--- config.mk ---
export PLATFORM = sky130hd
export DESIGN_NAME = spmv_ctrl
export DESIGN_NICKNAME = d
export VERILOG_FILES = /design/src/hw/spmv_cmd_pkg.sv /design/src/hw/spmv_mem_pkg.sv /design/src/hw/spmv_ctrl.sv
export VERILOG_INCLUDE_DIRS = /design/src /design/src/hw
export SDC_FILE = /design/constraint.sdc
export NUM_CORES = 1
export LEC_CHECK = 0
export BUFFER_PORTS_ARGS = -buffer_cell sky130_fd_sc_hd__buf_2
export CAP_MARGIN = 0
export CORE_MARGIN = 1.5
export CORE_UTILIZATION = 55
export CTS_CLUSTER_SIZE = 10
export DETAILED_ROUTE_END_ITERATION = 6
export PLACE_DENSITY = 0.87
export SLEW_MARGIN = 20
export SYNTH_ARGS = -nofsm -noshare
export SYNTH_HDL_FRONTEND = slang
export SYNTH_SLANG_ARGS = --single-unit
--- constraint.sdc ---
create_clock -name clk -period 16.38 [get_ports clk]
set_input_delay 3.276 -clock clk [delete_from_list [all_inputs] [get_ports clk]]
set_output_delay 3.276 -clock clk [all_outputs]
set_load 0.01 [all_outputs]
--- src/hw/spmv_settings.svh ---
`ifndef SPMV_SETTINGS_SVH
`define SPMV_SETTINGS_SVH

// Element width, one per memory word
`define SPMV_DATA_W     32
// Memory and core word
`define SPMV_MEM_W      64
// Word address
`define SPMV_PADDR_W    40

// Max rows and vector length
`define SPMV_MAX_DIM    64
`define SPMV_DIM_W      6
`define SPMV_NNZ_W      12

// Memory port tag and in-flight limit
`define SPMV_TRANSID_W  6
`define SPMV_MAX_OUT    4

`endif

--- src/hw/spmv_cmd_pkg.sv ---
`include "spmv_settings.svh"

package spmv_cmd_pkg;

    // Low two bits of cmd_opcode
    typedef enum logic [1:0] {
        INIT_SPMV   = 2'd0,  // Matrix base pointer
        LD_SPM_DATA = 2'd1,  // nnz and row count
        LD_VEC_DATA = 2'd2,  // Vector pointer and length
        GET_RESULT  = 2'd3   // Stream y back
    } spmv_opcode_e;

    typedef enum logic [2:0] {
        IDLE,
        SPMV_INIT,      // Collecting the two load commands
        VEC_PREFETCH,   // Vector and row lengths into local stores
        SPMV_COMPUTE,   // Element stream through the MAC
        SPMV_FINISHED   // Results held, waiting for GET_RESULT
    } spmv_state_e;

    typedef logic [`SPMV_DIM_W:0]   dim_t;   // One extra bit so 64 fits
    typedef logic [`SPMV_NNZ_W-1:0] nnz_t;
    typedef logic [`SPMV_DATA_W-1:0] elem_t;

endpackage

--- src/hw/spmv_mem_pkg.sv ---
`include "spmv_settings.svh"

package spmv_mem_pkg;

    typedef logic [`SPMV_PADDR_W-1:0] paddr_t;
    typedef logic [`SPMV_MEM_W-1:0]   mem_word_t;

    // Upper two transid bits, responses come back in order
    typedef enum logic [1:0] {
        KIND_VEC,
        KIND_ROWLEN,
        KIND_VAL,
        KIND_COL
    } mem_kind_e;

endpackage

--- src/hw/spmv_ctrl.sv ---
`timescale 1ns/1ps
`include "spmv_settings.svh"

module spmv_ctrl
    import spmv_cmd_pkg::*;
    import spmv_mem_pkg::*;
(
    input  logic      clk,
    input  logic      rst_n,
    input  logic      cmd_val,
    input  logic [5:0] cmd_opcode,
    input  mem_word_t cmd_config_data,
    output logic      busy,
    input  logic      prefetch_done,
    input  dim_t      rows_done,
    input  logic      readout_done,
    input  logic      readout_active,
    output logic      phase_prefetch,
    output logic      phase_compute,
    output logic      phase_init,
    output logic      readout_start,
    output paddr_t    val_ptr,
    output paddr_t    col_ptr,
    output paddr_t    rowlen_ptr,
    output paddr_t    vec_ptr,
    output dim_t      vec_len,
    output nnz_t      spm_nnz,
    output dim_t      spm_nr
);

    localparam int NR_LSB = 16;  // Row count field in LD_SPM_DATA

    spmv_opcode_e op;
    spmv_state_e  state;
    logic [1:0]   load_cnt;  // Loads seen since INIT_SPMV
    logic         cmd_hsk, start_init, ld_spm, ld_vec;
    nnz_t         cmd_nnz;

    //////////////////////////////
    // Command decode
    //////////////////////////////

    assign op         = spmv_opcode_e'(cmd_opcode[1:0]);
    assign cmd_hsk    = cmd_val && !busy;
    assign cmd_nnz    = cmd_config_data[`SPMV_NNZ_W-1:0];
    assign start_init = cmd_hsk && op == INIT_SPMV
                        && (state == IDLE || state == SPMV_FINISHED);
    assign ld_spm     = cmd_hsk && state == SPMV_INIT && op == LD_SPM_DATA;
    assign ld_vec     = cmd_hsk && state == SPMV_INIT && op == LD_VEC_DATA;

    assign phase_init     = state == SPMV_INIT;  // Clears the datapath counters
    assign phase_prefetch = state == VEC_PREFETCH;
    assign phase_compute  = state == SPMV_COMPUTE;
    assign readout_start  = cmd_hsk && state == SPMV_FINISHED && op == GET_RESULT;
    assign busy           = phase_prefetch || phase_compute || readout_active;

    //////////////////////////////
    // Phase FSM
    //////////////////////////////

    always_ff @(posedge clk) begin
        if (!rst_n) begin
            state    <= IDLE;
            load_cnt <= '0;
        end else begin
            case (state)
                IDLE: begin
                    if (start_init) begin
                        state    <= SPMV_INIT;
                        load_cnt <= '0;
                    end
                end
                SPMV_INIT: begin
                    if (ld_spm || ld_vec) begin
                        load_cnt <= load_cnt + 2'd1;
                        if (load_cnt == 2'd1) state <= VEC_PREFETCH;  // Second load
                    end
                end
                VEC_PREFETCH: if (prefetch_done) state <= SPMV_COMPUTE;
                SPMV_COMPUTE: if (rows_done == spm_nr) state <= SPMV_FINISHED;
                SPMV_FINISHED: begin
                    if (start_init) begin  // New matrix replaces the old one
                        state    <= SPMV_INIT;
                        load_cnt <= '0;
                    end else if (readout_done) begin
                        state <= IDLE;
                    end
                end
                default: state <= IDLE;
            endcase
        end
    end

    // Pointers and sizes
    always_ff @(posedge clk) begin
        if (start_init) val_ptr <= cmd_config_data[`SPMV_PADDR_W-1:0];
        if (ld_spm) begin
            spm_nnz    <= cmd_nnz;
            spm_nr     <= cmd_config_data[NR_LSB +: `SPMV_DIM_W+1];
            col_ptr    <= val_ptr + paddr_t'(cmd_nnz);          // Right after values
            rowlen_ptr <= val_ptr + (paddr_t'(cmd_nnz) << 1);   // After column indices
        end
        if (ld_vec) begin
            vec_ptr <= cmd_config_data[`SPMV_PADDR_W-1:0];
            vec_len <= cmd_config_data[`SPMV_PADDR_W +: `SPMV_DIM_W+1];
        end
    end

endmodule

; ---- Word level (Yosys, flattened, before mapping)
; Cells that the tools add are included.
[word_totals]
regBits = 191
inputBits = 83
word_cells = 58
[classes]
addsub = 3
eq_ne = 16
n_mux = 11
n_reduce_logical = 19
[op_table]
columns = cell, n
row1 = 40-bit by 12-bit adder with 40-bit output, 1
row2 = 40-bit by 13-bit adder with 40-bit output, 1
row3 = 3-bit two-way mux, 7
row4 = 3-bit case mux with 5 select lines, 1
row5 = 1-bit logical AND, 8
row6 = "2-bit by 1-bit inequality test with 1-bit output, second input constant", 4
row7 = 7-bit equality test, 1
row8 = "3-bit by 2-bit equality test with 1-bit output, second input constant", 2
row9 = 6-bit AND reduction, 1
row10 = "2-bit by 1-bit equality test with 1-bit output, second input constant", 2
row11 = "2-bit equality test, second input constant", 2
row12 = 1-bit logical OR, 4
row13 = 2-bit two-way mux, 2
row14 = "2-bit inequality test, second input constant", 2
row15 = 2-bit case mux with 2 select lines, 1
row16 = "3-bit by 1-bit equality test with 1-bit output, second input constant", 1
row17 = "3-bit equality test, second input constant", 1
row18 = 3-bit zero test, 1
row19 = "3-bit inequality test, second input constant", 1
row20 = 3-bit AND reduction, 1
row21 = "2-bit by 1-bit adder with 2-bit output, second input constant", 1
row22 = 2-bit zero test, 1
row23 = 2-bit nonzero test, 1
row24 = 2-bit OR reduction, 1
row25 = 1-bit zero test, 1

; ---- Depth between registers and ports, before layout
[logic_depth]
depth_word = 10
ltp_mapped = 10
ltp_nobuf = 9

; ---- Worst setup path after synthesis
; OpenSTA, ideal clock, no wires.
[synth_path]
kind = input port to flip-flop
startpoint = in cmd_val
endpoint = reg col_ptr[0] (enable)
t_arrival_ps = 11090
slack_ps = 4592
cell_stages = 3
n_path_buf = 0
path_cell_list = inv_1 > or4b_4 > nor3b_1
[synth_between]
elab_chain_cells = 3
[synth_lines]
columns = element, line
row1 = "start, declared", spmv_ctrl.sv:10  ; input logic cmd_val,
row2 = 1-bit logical AND, spmv_ctrl.sv:44  ; assign cmd_hsk = cmd_val && !busy;
row3 = 1-bit logical AND (2 in a row), spmv_ctrl.sv:48  ; assign ld_spm = cmd_hsk && state == SPMV_INIT && op == LD_SPM_DATA;
row4 = net ld_spm, spmv_ctrl.sv:36  ; logic cmd_hsk, start_init, ld_spm, ld_vec;
row5 = "end signal, assigned", spmv_ctrl.sv:100  ; col_ptr <= val_ptr + paddr_t'(cmd_nnz);
row6 = "end, declared", spmv_ctrl.sv:23  ; output paddr_t col_ptr,
; The timed path passes the listed nets, and every way through them passes these cells.
; A chain may end at the register's enable or synchronous reset.

; ---- Final worst setup path
[layout_path]
startpoint = in readout_active
endpoint = out readout_start
[layout_between]
elab_chain_cells = 5
[layout_lines]
columns = element, line
row1 = "start, declared", spmv_ctrl.sv:17  ; input logic readout_active,
row2 = 1-bit logical OR, spmv_ctrl.sv:55  ; assign busy = phase_prefetch || phase_compute || readout_active;
row3 = 1-bit zero test, spmv_ctrl.sv:44
row4 = 1-bit logical AND, spmv_ctrl.sv:44
row5 = 1-bit logical AND (2 in a row), spmv_ctrl.sv:54  ; assign readout_start = cmd_hsk && state == SPMV_FINISHED && op == GET_RESULT;
row6 = "end, declared", spmv_ctrl.sv:21  ; output logic readout_start,
; Every way passes these cells.

==> metrics.csv <==
metric,value,unit
m1WireLength,7.462,mm
max_freq,136.4,MHz
hpwl,14.20,mm
critPathMaxFanout,4,
ios,274,
portBuffers,252,
r2r-start,val_ptr[1]$_DFFE_PP_,
root_buffer,clkbuf_16,
internal_power,0.8188,mW
track_usage,0.2535,
top_layer_used,met4,
cts_max_level,4,
max_slew_margin,0.3280,
synth_area_leaders,"edfxtp_1, xor2_1, xnor2_1",
vdd_drop_max,0.06806,mV
post_cts_buffers,0,
hold_start,val_ptr[0]$_DFFE_PP_,
yosysTopAreaCell,edfxtp_1,
p_leak,4.043,nW
clkTransAtPathRegs,0.07,ns
post_cts_resized,0,
status,completed,
ys_seq_area_frac,0.6936,
die-area,15640,µm²
async_flop_share,0,
drv_slew,0,
start_kind,primary input,
met3_length,1.571,mm
hold_path_class,flip-flop to flip-flop,
netSwitchingFraction,0.2224,
dr_total_vias,5617,
whs_path_depth,0,
cts_buffer_depth,2,
yosysWarnings,0,
slowest_stage,nor4_1,
r2r_end,rowlen_ptr[35]$_DFFE_PP_,
worstSkewPairLatency,0.44,ns
die_w,125.1,µm
rsz0062_at_grt,false,
post_dp_cell_area,9672,µm²
postCtsHoldBufs,0,
grt_max_degree,59,
fin_area,10260,µm²
worstSetupEndpointType,output pin,
route.met2.wl,10.26,mm
power.share.clock,0.397,
crit_type,primary input to output pin,
critical_path.most_common_cell,buf_2,
path_cells,buf_2 -> nor4_1 -> and4_1 -> buf_2,
ant_nets,0,
grt_pass1_wl,30.06,mm
setup_viol,0,
period_share,0.4477,
hold_viol,0,
syn_nets,641,
routabilityCongestion,0.8533,
tns,0,ns
pwr-share-seq,0.527,
max-cap-violations,0,
skew,0.009952,ns
core-area,14530,µm²
antenna_found_initial,1,
finalCriticalPeriod,7.333,ns
dr.first_iter.drc_count,485,
ys_seq_elements,191,
switchingPower,0.2342,mW
die_y,125.1,µm
arrival,4.06,ns
cts_tree,done,
synthesis.instances,531,
dr.pass1.iters,5,
worstSetupStartpoint,readout_active,
grt_overflow_total,0,
cts_sinks,191,
vias_per_cell,5.651,
ys_types,62,
ys.flop_type,edfxtp_1,
r2r_cells,8,
required,13.10,ns
rows,44,
critical-path-max-stage-delay,0.29,ns
post_drt_wl_per_cell,19.99,µm
area_growth,25.23,%
initial_core_util,0.5640,
cts_buffers,17,
grt_pass1_vias,5651,
drc,0,
r2r_setup_slack,13.38,ns
yosysTopAreaCellShare,0.6814,
nNetsFinal,907,
netlist_area,8197,µm²
power_density,102.6,nW/µm²
wl,19.87,mm
whs_endpoint,rowlen_ptr[0]$_DFFE_PP_,
worst_pin_slew,1.007,ns
syn_area_per_cell,15.44,µm²
final_layout_size_suffix_gt1_frac,0.3770,
pwr-share-comb,0.076,
synth_edf_count,186,
-- cells in the mapped netlist, drive strengths merged, types with 2 or more instances --
library cell,n
xor2,44
a31oi,7
a21oi,19
a211o,2
nand3,14
ha,25
nand2b,6
and2,2
a21o,14
and4,3
o2111ai,2
nor3,16
and3,7
buf,8
nor2,29
dfxtp,5
o21ai,10
xnor2,38
nor4,4
a211oi,6
o21a,2
inv,12
fa,2
nor3b,8
or3,2
edfxtp,186
o211a,2
nand4,12
nand2,21
o211ai,5
nor2b,4
-- layer usage --
layer	global-route usage	vias to the layer above
li1	-	2565
met1	0.3069	2702
met5	0	-
met4	0.1076	0
met3	0.07189	43
met2	0.4282	307
-- power by group through the flow --
stage | registers [mW] | clock network (mW) | logic (mW)
after floorplan | 0.568 | 0 | 0.0469
after detailed placement | 0.566 | 0 | 0.0792
after global routing | 0.556 | 0.442 | 0.0866
final | 0.555 | 0.418 | 0.0802
after CTS | 0.555 | 0.422 | 0.0802
after global placement | 0.565 | 0 | 0.0745
-- cells by family after synthesis --
logic type / share of synthesized area
and+or+nand+nor: 0.09572
buffers and inverters: 0.01236
muxes: 0.001221
AOI/OAI and AO/OA: 0.06640
DFF: 0.6936
adders and majority gates: 0.04305
xor gates and xnor gates: 0.08762
-- cells in the final DEF, fill, tap and decap left out, drive strengths merged, types with 4 or more instances in the layout --
cell type    n
and3         7
nand2       21
nor2        29
nor2b        4
clkbuf      17
a21o        14
dfxtp        5
o211ai       5
a211oi       6
nand3       14
nand4       12
xor2        44
xnor2       38
inv         15
buf        256
nor3        16
a21oi       19
edfxtp     186
a31oi        7
o21ai       10
nor3b        8
clkinv       7
nor4         4
ha          25
nand2b       6
-- state kept, by name, summed over array words and instances (netlist names) --
name,cells
col_ptr,40
rowlen_ptr,40
val_ptr,40
vec_ptr,40
spm_nnz,12
spm_nr,7
vec_len,7
state,3
load_cnt,2
-- worst max-delay path: cells and delay by family --
family / cells / cell delay (ns)
buffers and inverters: 2 / 0.25
AND/OR/NAND/NOR: 2 / 0.53
-- layout make-up --
class | count | area, µm²
Antenna cell | 1 | 2.502
Clock buffer | 17 | 425.4
Clock inverter | 14 | 165.2
Fill cell | 981 | 4269
Inverter | 12 | 45.04
Multi-Input combinational cell | 319 | 2420
Sequential cell | 191 | 5685
Tap cell | 184 | 230.2
Timing Repair Buffer | 256 | 1291
-- how the worst max path moves through the flow --
stage	endpoint	slack [ns]	cells after the start
after floorplan	col_ptr[0]$_DFFE_PP_	4.59	3
after global placement	readout_start	9.06	4
after detailed placement	readout_start	9.07	4
after CTS	readout_start	9.07	4
after global routing	readout_start	8.92	4
final	readout_start	9.05	4
-- metrics by stage --
step | total power, mW | hold slack (ns) | util | std cells | worst slack (ns)
finish | 1.053 | 0.5003 | 0.7063 | 994 | 9.047
detailed placement | 0.6447 | 0.4761 | 0.6655 | 962 | 9.071
CTS | 1.058 | 0.4991 | 0.7061 | 993 | 9.071
global route | 1.084 | 0.5081 | 0.7063 | 994 | 8.917
global placement | 0.6393 | 0.4750 | 0.6655 | 962 | 9.065
floorplan | 0.6145 | 0.4860 | - | 531 | 4.592
Power figures use the tool's default switching activity.
