==> config.mk <==
export PLATFORM = sky130hd
export DESIGN_NAME = spmv_mac
export DESIGN_NICKNAME = d
export VERILOG_FILES = /design/src/hw/spmv_cmd_pkg.sv /design/src/hw/spmv_mem_pkg.sv /design/src/hw/spmv_mac.sv
export VERILOG_INCLUDE_DIRS = /design/src /design/src/hw
export SDC_FILE = /design/constraint.sdc
export NUM_CORES = 2
export LEC_CHECK = 0
export BUFFER_PORTS_ARGS = -buffer_cell sky130_fd_sc_hd__clkbuf_2
export CAP_MARGIN = 20
export CELL_PAD_IN_SITES_DETAIL_PLACEMENT = 0
export CELL_PAD_IN_SITES_GLOBAL_PLACEMENT = 1
export CORE_ASPECT_RATIO = 1.2
export CORE_UTILIZATION = 36
export CTS_CLUSTER_SIZE = 28
export DETAILED_ROUTE_END_ITERATION = 16
export GPL_TIMING_DRIVEN = 0
export HOLD_SLACK_MARGIN = 0.02
export PLACE_DENSITY = 0.61
export SLEW_MARGIN = 20
export SYNTH_ARGS = -nofsm -noshare
export SYNTH_HDL_FRONTEND = slang
export SYNTH_SLANG_ARGS = --single-unit
==> constraint.sdc <==
create_clock -name clk -period 22.3 [get_ports clk]
set_clock_uncertainty 0.15 [all_clocks]
set_input_delay 2.23 -clock clk [delete_from_list [all_inputs] [get_ports clk]]
set_output_delay 2.23 -clock clk [all_outputs]
set_load 0.02 [all_outputs]
==> src/hw/spmv_settings.svh <==
`ifndef SPMV_SETTINGS_SVH
`define SPMV_SETTINGS_SVH

// Element width, one per memory word
`define SPMV_DATA_W     32
// Memory and core word
`define SPMV_MEM_W      64
// Word address
`define SPMV_PADDR_W    40

// Max rows and vector length
`define SPMV_MAX_DIM    64
`define SPMV_DIM_W      6
`define SPMV_NNZ_W      12

// Memory port tag and in-flight limit
`define SPMV_TRANSID_W  6
`define SPMV_MAX_OUT    4

`endif

==> src/hw/spmv_cmd_pkg.sv <==
`include "spmv_settings.svh"

package spmv_cmd_pkg;

    // Low two bits of cmd_opcode
    typedef enum logic [1:0] {
        INIT_SPMV   = 2'd0,  // Matrix base pointer
        LD_SPM_DATA = 2'd1,  // nnz and row count
        LD_VEC_DATA = 2'd2,  // Vector pointer and length
        GET_RESULT  = 2'd3   // Stream y back
    } spmv_opcode_e;

    typedef enum logic [2:0] {
        IDLE,
        SPMV_INIT,      // Collecting the two load commands
        VEC_PREFETCH,   // Vector and row lengths into local stores
        SPMV_COMPUTE,   // Element stream through the MAC
        SPMV_FINISHED   // Results held, waiting for GET_RESULT
    } spmv_state_e;

    typedef logic [`SPMV_DIM_W:0]   dim_t;   // One extra bit so 64 fits
    typedef logic [`SPMV_NNZ_W-1:0] nnz_t;
    typedef logic [`SPMV_DATA_W-1:0] elem_t;

endpackage

==> src/hw/spmv_mem_pkg.sv <==
`include "spmv_settings.svh"

package spmv_mem_pkg;

    typedef logic [`SPMV_PADDR_W-1:0] paddr_t;
    typedef logic [`SPMV_MEM_W-1:0]   mem_word_t;

    // Upper two transid bits, responses come back in order
    typedef enum logic [1:0] {
        KIND_VEC,
        KIND_ROWLEN,
        KIND_VAL,
        KIND_COL
    } mem_kind_e;

endpackage

==> src/hw/spmv_mac.sv <==
`timescale 1ns/1ps
`include "spmv_settings.svh"

module spmv_mac
    import spmv_cmd_pkg::*;
    import spmv_mem_pkg::*;
(
    input  logic                   clk,
    input  logic                   rst_n,
    input  logic                   phase_init,
    input  logic                   phase_compute,
    input  logic                   val_resp_val,
    input  logic                   col_resp_val,
    input  mem_word_t              resp_data,
    output logic [`SPMV_DIM_W-1:0] vec_rd_idx,
    input  elem_t                  vec_rd_data,
    output logic [`SPMV_DIM_W-1:0] row_rd_idx,
    input  dim_t                   row_rd_len,
    input  dim_t                   spm_nr,
    output logic                   row_wr_val,
    output logic [`SPMV_DIM_W-1:0] row_wr_idx,
    output elem_t                  row_wr_data,
    output dim_t                   rows_done
);

    elem_t val_q;                      // Value awaiting its column
    elem_t prod_mem [`SPMV_MAX_DIM];   // Products wait here while empty rows close
    dim_t  wr_ptr, rd_ptr;
    dim_t  row, cnt;                   // Current row and elements summed so far
    elem_t acc;
    logic  row_open, pop;

    assign vec_rd_idx = resp_data[`SPMV_DIM_W-1:0];  // Column index straight from memory
    assign row_rd_idx = row[`SPMV_DIM_W-1:0];

    // Row closes once full, zero-length rows close at once with 0
    assign row_open    = phase_compute && row < spm_nr;
    assign row_wr_val  = row_open && cnt == row_rd_len;
    assign row_wr_idx  = row[`SPMV_DIM_W-1:0];
    assign row_wr_data = acc;
    assign pop         = row_open && cnt != row_rd_len && wr_ptr != rd_ptr;
    assign rows_done   = row;

    always_ff @(posedge clk) begin
        if (val_resp_val) val_q <= resp_data[`SPMV_DATA_W-1:0];
        if (col_resp_val) prod_mem[wr_ptr[`SPMV_DIM_W-1:0]] <= val_q * vec_rd_data;  // Wraps
    end

    always_ff @(posedge clk) begin
        if (!rst_n || phase_init) begin
            wr_ptr <= '0;
            rd_ptr <= '0;
            row    <= '0;
            cnt    <= '0;
            acc    <= '0;
        end else begin
            if (col_resp_val) wr_ptr <= wr_ptr + dim_t'(1);
            if (row_wr_val) begin
                row <= row + dim_t'(1);
                cnt <= '0;
                acc <= '0;
            end else if (pop) begin
                acc    <= acc + prod_mem[rd_ptr[`SPMV_DIM_W-1:0]];
                cnt    <= cnt + dim_t'(1);
                rd_ptr <= rd_ptr + dim_t'(1);
            end
        end
    end

endmodule

Yosys cells after proc, flatten, opt, wreduce, memory -nomap -nowiden
Memories as Yosys holds them, arrays and structs flattened. A register that Yosys moved wholly into a read port is not among the register bits.
Cells that the tools add are included.
- reduce and logical (&&, ||, !) cells: 8
- magnitude comparators: 1
- equal/unequal tests: 3
- bitwise gates (word level): 1
- add/sub/neg operators: 5
- muxes and demuxes: 4
- multipliers: 1
- operators with widths (kind ; count):
    $add A32 B32 Y32 ; 1
    $mul A32 B32 Y32 ; 1
    $add A7 B1 Y7 const B ; 4
    $ne A7 B7 Y1 ; 2
    $mux W6 ; 2
    $eq A7 B7 Y1 ; 1
    $lt A7 B7 Y1 ; 1
    $logic_and A1 B1 Y1 ; 4
    $mux W1 ; 2
    $reduce_and A2 Y1 ; 1
    $reduce_or A2 Y1 ; 1
    $logic_not A1 Y1 ; 1
    $logic_or A1 B1 Y1 ; 1
    $not A1 Y1 ; 1
- memories kept: 1
- logic and storage cells: 30
- flip-flop bits (word level): 92
- RAM bits: 2048
- memory list (memory ; words ; width ; read ports ; clocked after memory_dff ; wr ports ; RTL line ; source):
    prod_mem ; 64 ; 32 ; 1 ; 1 ; 1 ; spmv_mac.sv:27 ; elem_t prod_mem [`SPMV_MAX_DIM];

Depth between registers and ports, before layout
- depth in word-level cells: 7
- gate-level depth with buffers: 28
- depth with buffers taken out: 26

Least setup slack after synthesis
Ideal clock, no wire load.
- kind: input -> register
- from: input vec_rd_data[2]
- to: memory prod_mem[0][31] in the netlist's numbering (data pin)
- data required time: 21.582 ns
- slack: 11.272 ns
- library setup time: 0.568 ns
- path buffers: 2
- cell stages on the path: 25
- arrival time: 10.310 ns
- cell sequence: clkbuf_1 -> clkbuf_1 -> and2_1 -> fa_1 -> inv_1 -> fa_1 -> fa_1 -> fa_1 -> inv_1 -> fa_1 -> inv_1 -> fa_1 -> inv_1 -> fa_1 -> fa_1 -> ha_1 -> a21o_1 -> a21oi_1 -> nand3_1 -> nor2_1 -> o31ai_1 -> nand3_1 -> a311oi_1 -> a31oi_1 -> xnor2_1
- word-level cells in the longest chain between the ends: 1
- RTL lines (element ; RTL line ; source):
    from (decl) ; spmv_mac.sv:16 ; input elem_t vec_rd_data,
    $mul A32 B32 Y32 ; spmv_mac.sv:46 ; if (col_resp_val) prod_mem[wr_ptr[`SPMV_DIM_W-1:0]] <= val_q * vec_rd_data;
    to (decl) ; spmv_mac.sv:27 ;
No other way between the ends.

Worst setup path after layout
- from: input vec_rd_data[3]
- to: memory prod_mem[22][31] in the netlist's numbering (data pin)
The elaborated chain is that of the path after synthesis.

==> impl_metrics.env <==
export IMPL_cp_end_kind="flip-flop"
export IMPL_setup_viol=0
export IMPL_port_buffer_count=138
export IMPL_antenna_violations_before_repair=14
export IMPL_core_rowCount=210
export IMPL_fin_crit_sh_pct=50.83
export IMPL_drt_antenna_violating_nets=0
export IMPL_routed_via_count=52780
export IMPL_layout_nets=6603
export IMPL_postCtsSetupRepairBufs=0
export IMPL_cts_hold_buf=0
export IMPL_critPathSlowestCell="sky130_fd_sc_hd__a311oi_1"
export IMPL_synth_top_cells_by_area="sky130_fd_sc_hd__edfxtp_1, sky130_fd_sc_hd__mux4_2, sky130_fd_sc_hd__fa_1"
export IMPL_dpl_instance_area_um2=109200
export IMPL_critPathKind="input port to flip-flop"
export IMPL_tmin_final_ns=11.33
export IMPL_cts_path_max_buffers=4
export IMPL_synth_edf_count=2080
export IMPL_num_cts_buffers=217
export IMPL_outcome="finished clean"
export IMPL_place_inst=9299
export IMPL_clk_insertion_delay_late_ns=0.89
export IMPL_final_max_slew_viol_count=0
export IMPL_gr_usage_all_layers_pct=22.08
export IMPL_critical_path_startpoint_type="input port"
export IMPL_yosys_register_bits=2146
export IMPL_grt_max_degree=65
export IMPL_drt_total_wl_um=304800
export IMPL_design_core_area_um2=273000
export IMPL_reg2reg_depth=26
export IMPL_worstPathArrival_ns=11.91
export IMPL_min_delay_path_class="flip-flop to flip-flop"
export IMPL_yosys_area_top_type_share_pct=63.16
export IMPL_final_cell_area_um2=116100
export IMPL_grt_pass1_wl_um=426900
export IMPL_detail_route_drc_violations=0
export IMPL_cts_num_sinks=2146
export IMPL_r2r_end="prod_mem[22][31]"
export IMPL_synth_seq_area_share_pct=64.50
export IMPL_delay_contributed_by_the_slowest_stage_of_the_critical_path_ns=0.84
export IMPL_final_hold_viol_count=0
export IMPL_synth_async_reset_ratio_pct=0
export IMPL_syn_area_per_cell_um2=18.59
export IMPL_worst_slew_pin_slew_ns=1.216
export IMPL_post_synth_num_cell_types=66
export IMPL_grt_setup_unrepaired="no"
export IMPL_worst_path_max_fanout=20
export IMPL_final_util_pct=42.52
export IMPL_layout_drive_gt1_share_pct=25.47
export IMPL_cp_data_required_time_ns=22.87
export IMPL_die_area_um2=276800
export IMPL_max_capacitance_violation_total=0
export IMPL_relSlewSlack_pct=18.92
export IMPL_reg2reg_setup_slack_ns=11.77
export IMPL_cts_root_buffer="sky130_fd_sc_hd__clkbuf_16"
export IMPL_timing_critical_path_buf_inv=10
export IMPL_dieWidth_um=480.4
export IMPL_cts_resized_gates=0
export IMPL_finalNonFillerCells=9695
export IMPL_cts_reportedPaths_clkPinSlew_ns=0.06
export IMPL_timing_critical_path_to="prod_mem[22][31]"
export IMPL_num_ports=174
export IMPL_routed_wire_length_per_instance_um=31.44
export IMPL_number_of_global_route_vias_before_repair=54910
export IMPL_synth_top_cell_by_area="sky130_fd_sc_hd__edfxtp_1"
export IMPL_crit_reg2reg_launch="val_q[4]"
export IMPL_htree_levels=4
export IMPL_floorplan_die_height_um=576.1
export IMPL_initialDrtViolationCount=5250
export IMPL_max_clock_freq_ghz=0.08822
export IMPL_effective_utilization_at_floorplan_pct=36.22
export IMPL_global_route_overflow_total=0
export IMPL_hpwl_um=221800
export IMPL_worst_path_dominant_cell_family="adder cells"
export IMPL_place_congestion=0.8756
export IMPL_crit_cells=29
export IMPL_route_detailed_vias_per_inst=5.444
export IMPL_drt_pass1_iterations=7
export IMPL_setup_total_negative_slack_ns=0
export IMPL_critPathMostFrequentCell="sky130_fd_sc_hd__fa_1"
export IMPL_synthToLayoutAreaGrowth_pct=17.37
export IMPL_cp_startpoint="vec_rd_data[3]"
export IMPL_dominantRegCellSynth="sky130_fd_sc_hd__edfxtp_1"
export IMPL_synth_cells=5319
export IMPL_mappedNetlistNets=6008
export IMPL_tritoncts="built"
export IMPL_mappedNetlistArea_um2=98890
export IMPL_synth_common_cells="sky130_fd_sc_hd__edfxtp_1, sky130_fd_sc_hd__mux4_2, sky130_fd_sc_hd__inv_1"
export IMPL_min_path_cells=2
export IMPL_synth_warning_count=0
export IMPL_yosys_cell_count_top_type="sky130_fd_sc_hd__edfxtp_1"
## per-layer routing
metal / part of all wire [%] / routed length, µm / up-vias / track usage, %
met5: 0.013 / 41 / - / 0
li1: - / - / 21530 / -
met1: 40 / 120600 / 28910 / 28.25
met4: 3.6 / 11070 / 6 / 7.274
met3: 6.0 / 18190 / 505 / 3.497
met2: 51 / 155000 / 1824 / 38.17
## worst register-to-register path, stage by stage (launching register included)
cell                       delay, ns
sky130_fd_sc_hd__edfxtp_1       0.32
sky130_fd_sc_hd__clkbuf_1       0.86
sky130_fd_sc_hd__clkbuf_1       0.91
sky130_fd_sc_hd__nand2_1        0.20
sky130_fd_sc_hd__fa_1           0.55
sky130_fd_sc_hd__fa_1           0.46
sky130_fd_sc_hd__fa_1           0.56
sky130_fd_sc_hd__inv_1          0.05
sky130_fd_sc_hd__fa_1           0.44
sky130_fd_sc_hd__ha_1           0.28
sky130_fd_sc_hd__ha_1           0.30
sky130_fd_sc_hd__inv_1          0.07
sky130_fd_sc_hd__fa_1           0.43
sky130_fd_sc_hd__fa_1           0.50
sky130_fd_sc_hd__inv_1          0.05
sky130_fd_sc_hd__ha_1           0.42
sky130_fd_sc_hd__o211ai_1       0.13
sky130_fd_sc_hd__a31oi_1        0.46
sky130_fd_sc_hd__nor2_1         0.16
sky130_fd_sc_hd__o31ai_2        0.81
sky130_fd_sc_hd__nand3_1        0.27
sky130_fd_sc_hd__a311oi_1       0.84
sky130_fd_sc_hd__a31oi_1        0.26
sky130_fd_sc_hd__xnor2_2        0.27
sky130_fd_sc_hd__buf_8          0.23
sky130_fd_sc_hd__buf_6          0.24
sky130_fd_sc_hd__buf_6          0.20
## layout make-up
| cell class | instances | area [µm²] |
|---|---|---|
| antenna | 6 | 15.01 |
| buffer | 282 | 1310 |
| clock buffer | 273 | 5796 |
| clock inverter | 117 | 1022 |
| fill | 23860 | 156900 |
| inverter | 412 | 1546 |
| multi-input combinational | 2479 | 33120 |
| sequential | 2146 | 63780 |
| tap | 3604 | 4509 |
| timing repair buffer | 376 | 4964 |
## metrics by stage
step | setup WS (ns) | hold slack, ns
finish | 10.97 | 0.3274
detailed placement | 9.877 | 0.3216
floorplan | 11.27 | 0.3195
CTS | 10.76 | 0.3306
global placement | 6.096 | 0.3137
global route | 10.49 | 0.3658
## layout by cell type (no fill, tap or decap), types with 14 or more instances in the layout
cell | synthesis | final
sky130_fd_sc_hd__clkinv_2 | 0 | 40
sky130_fd_sc_hd__nor3_1 | 21 | 15
sky130_fd_sc_hd__nand3_1 | 31 | 31
sky130_fd_sc_hd__or3_1 | 15 | 15
sky130_fd_sc_hd__ha_1 | 164 | 161
sky130_fd_sc_hd__clkinv_1 | 0 | 48
sky130_fd_sc_hd__nor2_4 | 0 | 58
sky130_fd_sc_hd__a31oi_1 | 19 | 18
sky130_fd_sc_hd__buf_4 | 28 | 52
sky130_fd_sc_hd__xnor2_1 | 88 | 71
sky130_fd_sc_hd__a21o_1 | 22 | 22
sky130_fd_sc_hd__xor2_1 | 46 | 36
sky130_fd_sc_hd__buf_2 | 44 | 52
sky130_fd_sc_hd__buf_12 | 1 | 80
sky130_fd_sc_hd__nor2_1 | 115 | 57
sky130_fd_sc_hd__xnor2_2 | 0 | 17
sky130_fd_sc_hd__clkbuf_2 | 0 | 160
sky130_fd_sc_hd__buf_16 | 0 | 57
sky130_fd_sc_hd__mux4_2 | 650 | 650
sky130_fd_sc_hd__inv_1 | 412 | 412
sky130_fd_sc_hd__nand2_1 | 299 | 299
sky130_fd_sc_hd__buf_1 | 23 | 14
sky130_fd_sc_hd__a21oi_1 | 70 | 70
sky130_fd_sc_hd__buf_8 | 0 | 17
sky130_fd_sc_hd__buf_6 | 5 | 66
sky130_fd_sc_hd__dfxtp_1 | 66 | 66
sky130_fd_sc_hd__and2_1 | 319 | 318
sky130_fd_sc_hd__nand4_1 | 17 | 17
sky130_fd_sc_hd__o21ai_0 | 46 | 38
sky130_fd_sc_hd__bufinv_16 | 0 | 16
sky130_fd_sc_hd__edfxtp_1 | 2080 | 2080
sky130_fd_sc_hd__mux2i_1 | 14 | 14
sky130_fd_sc_hd__clkbuf_16 | 0 | 221
sky130_fd_sc_hd__fa_1 | 409 | 408
sky130_fd_sc_hd__clkbuf_1 | 181 | 205
## sequential cells by signal (all words and copies together) (netlist names), named ones only
name	cells
cnt	7
prod_mem	2048
rd_ptr	7
row_wr_data	32
rows_done	7
val_q	32
wr_ptr	7
## logic make-up after synthesis
group	count (synthesis)	synth area share, %
AOI/OAI and AO/OA	217	1.367
DFF	2146	64.50
and+or+nand+nor	873	4.440
buffers and inverters	694	2.851
adders and majority gates	573	10.36
muxes	682	15.30
xor gates and xnor gates	134	1.187
## worst min-delay path by stage
stage	startpoint	end	slack, ns
5_1_grt	row_wr_data[5]	row_wr_data[5]	0.37
3_5_place_dp	row_wr_data[0]	row_wr_data[0]	0.32
2_1_floorplan	wr_ptr[6]	wr_ptr[6]	0.32
4_1_cts	row_wr_data[0]	row_wr_data[0]	0.33
6_report	row_wr_data[0]	row_wr_data[0]	0.33
3_3_place_gp	row_wr_data[0]	row_wr_data[0]	0.31
Power is not shown: default switching activity piles up to over one toggle a cycle in this logic, so the estimate is an artifact.
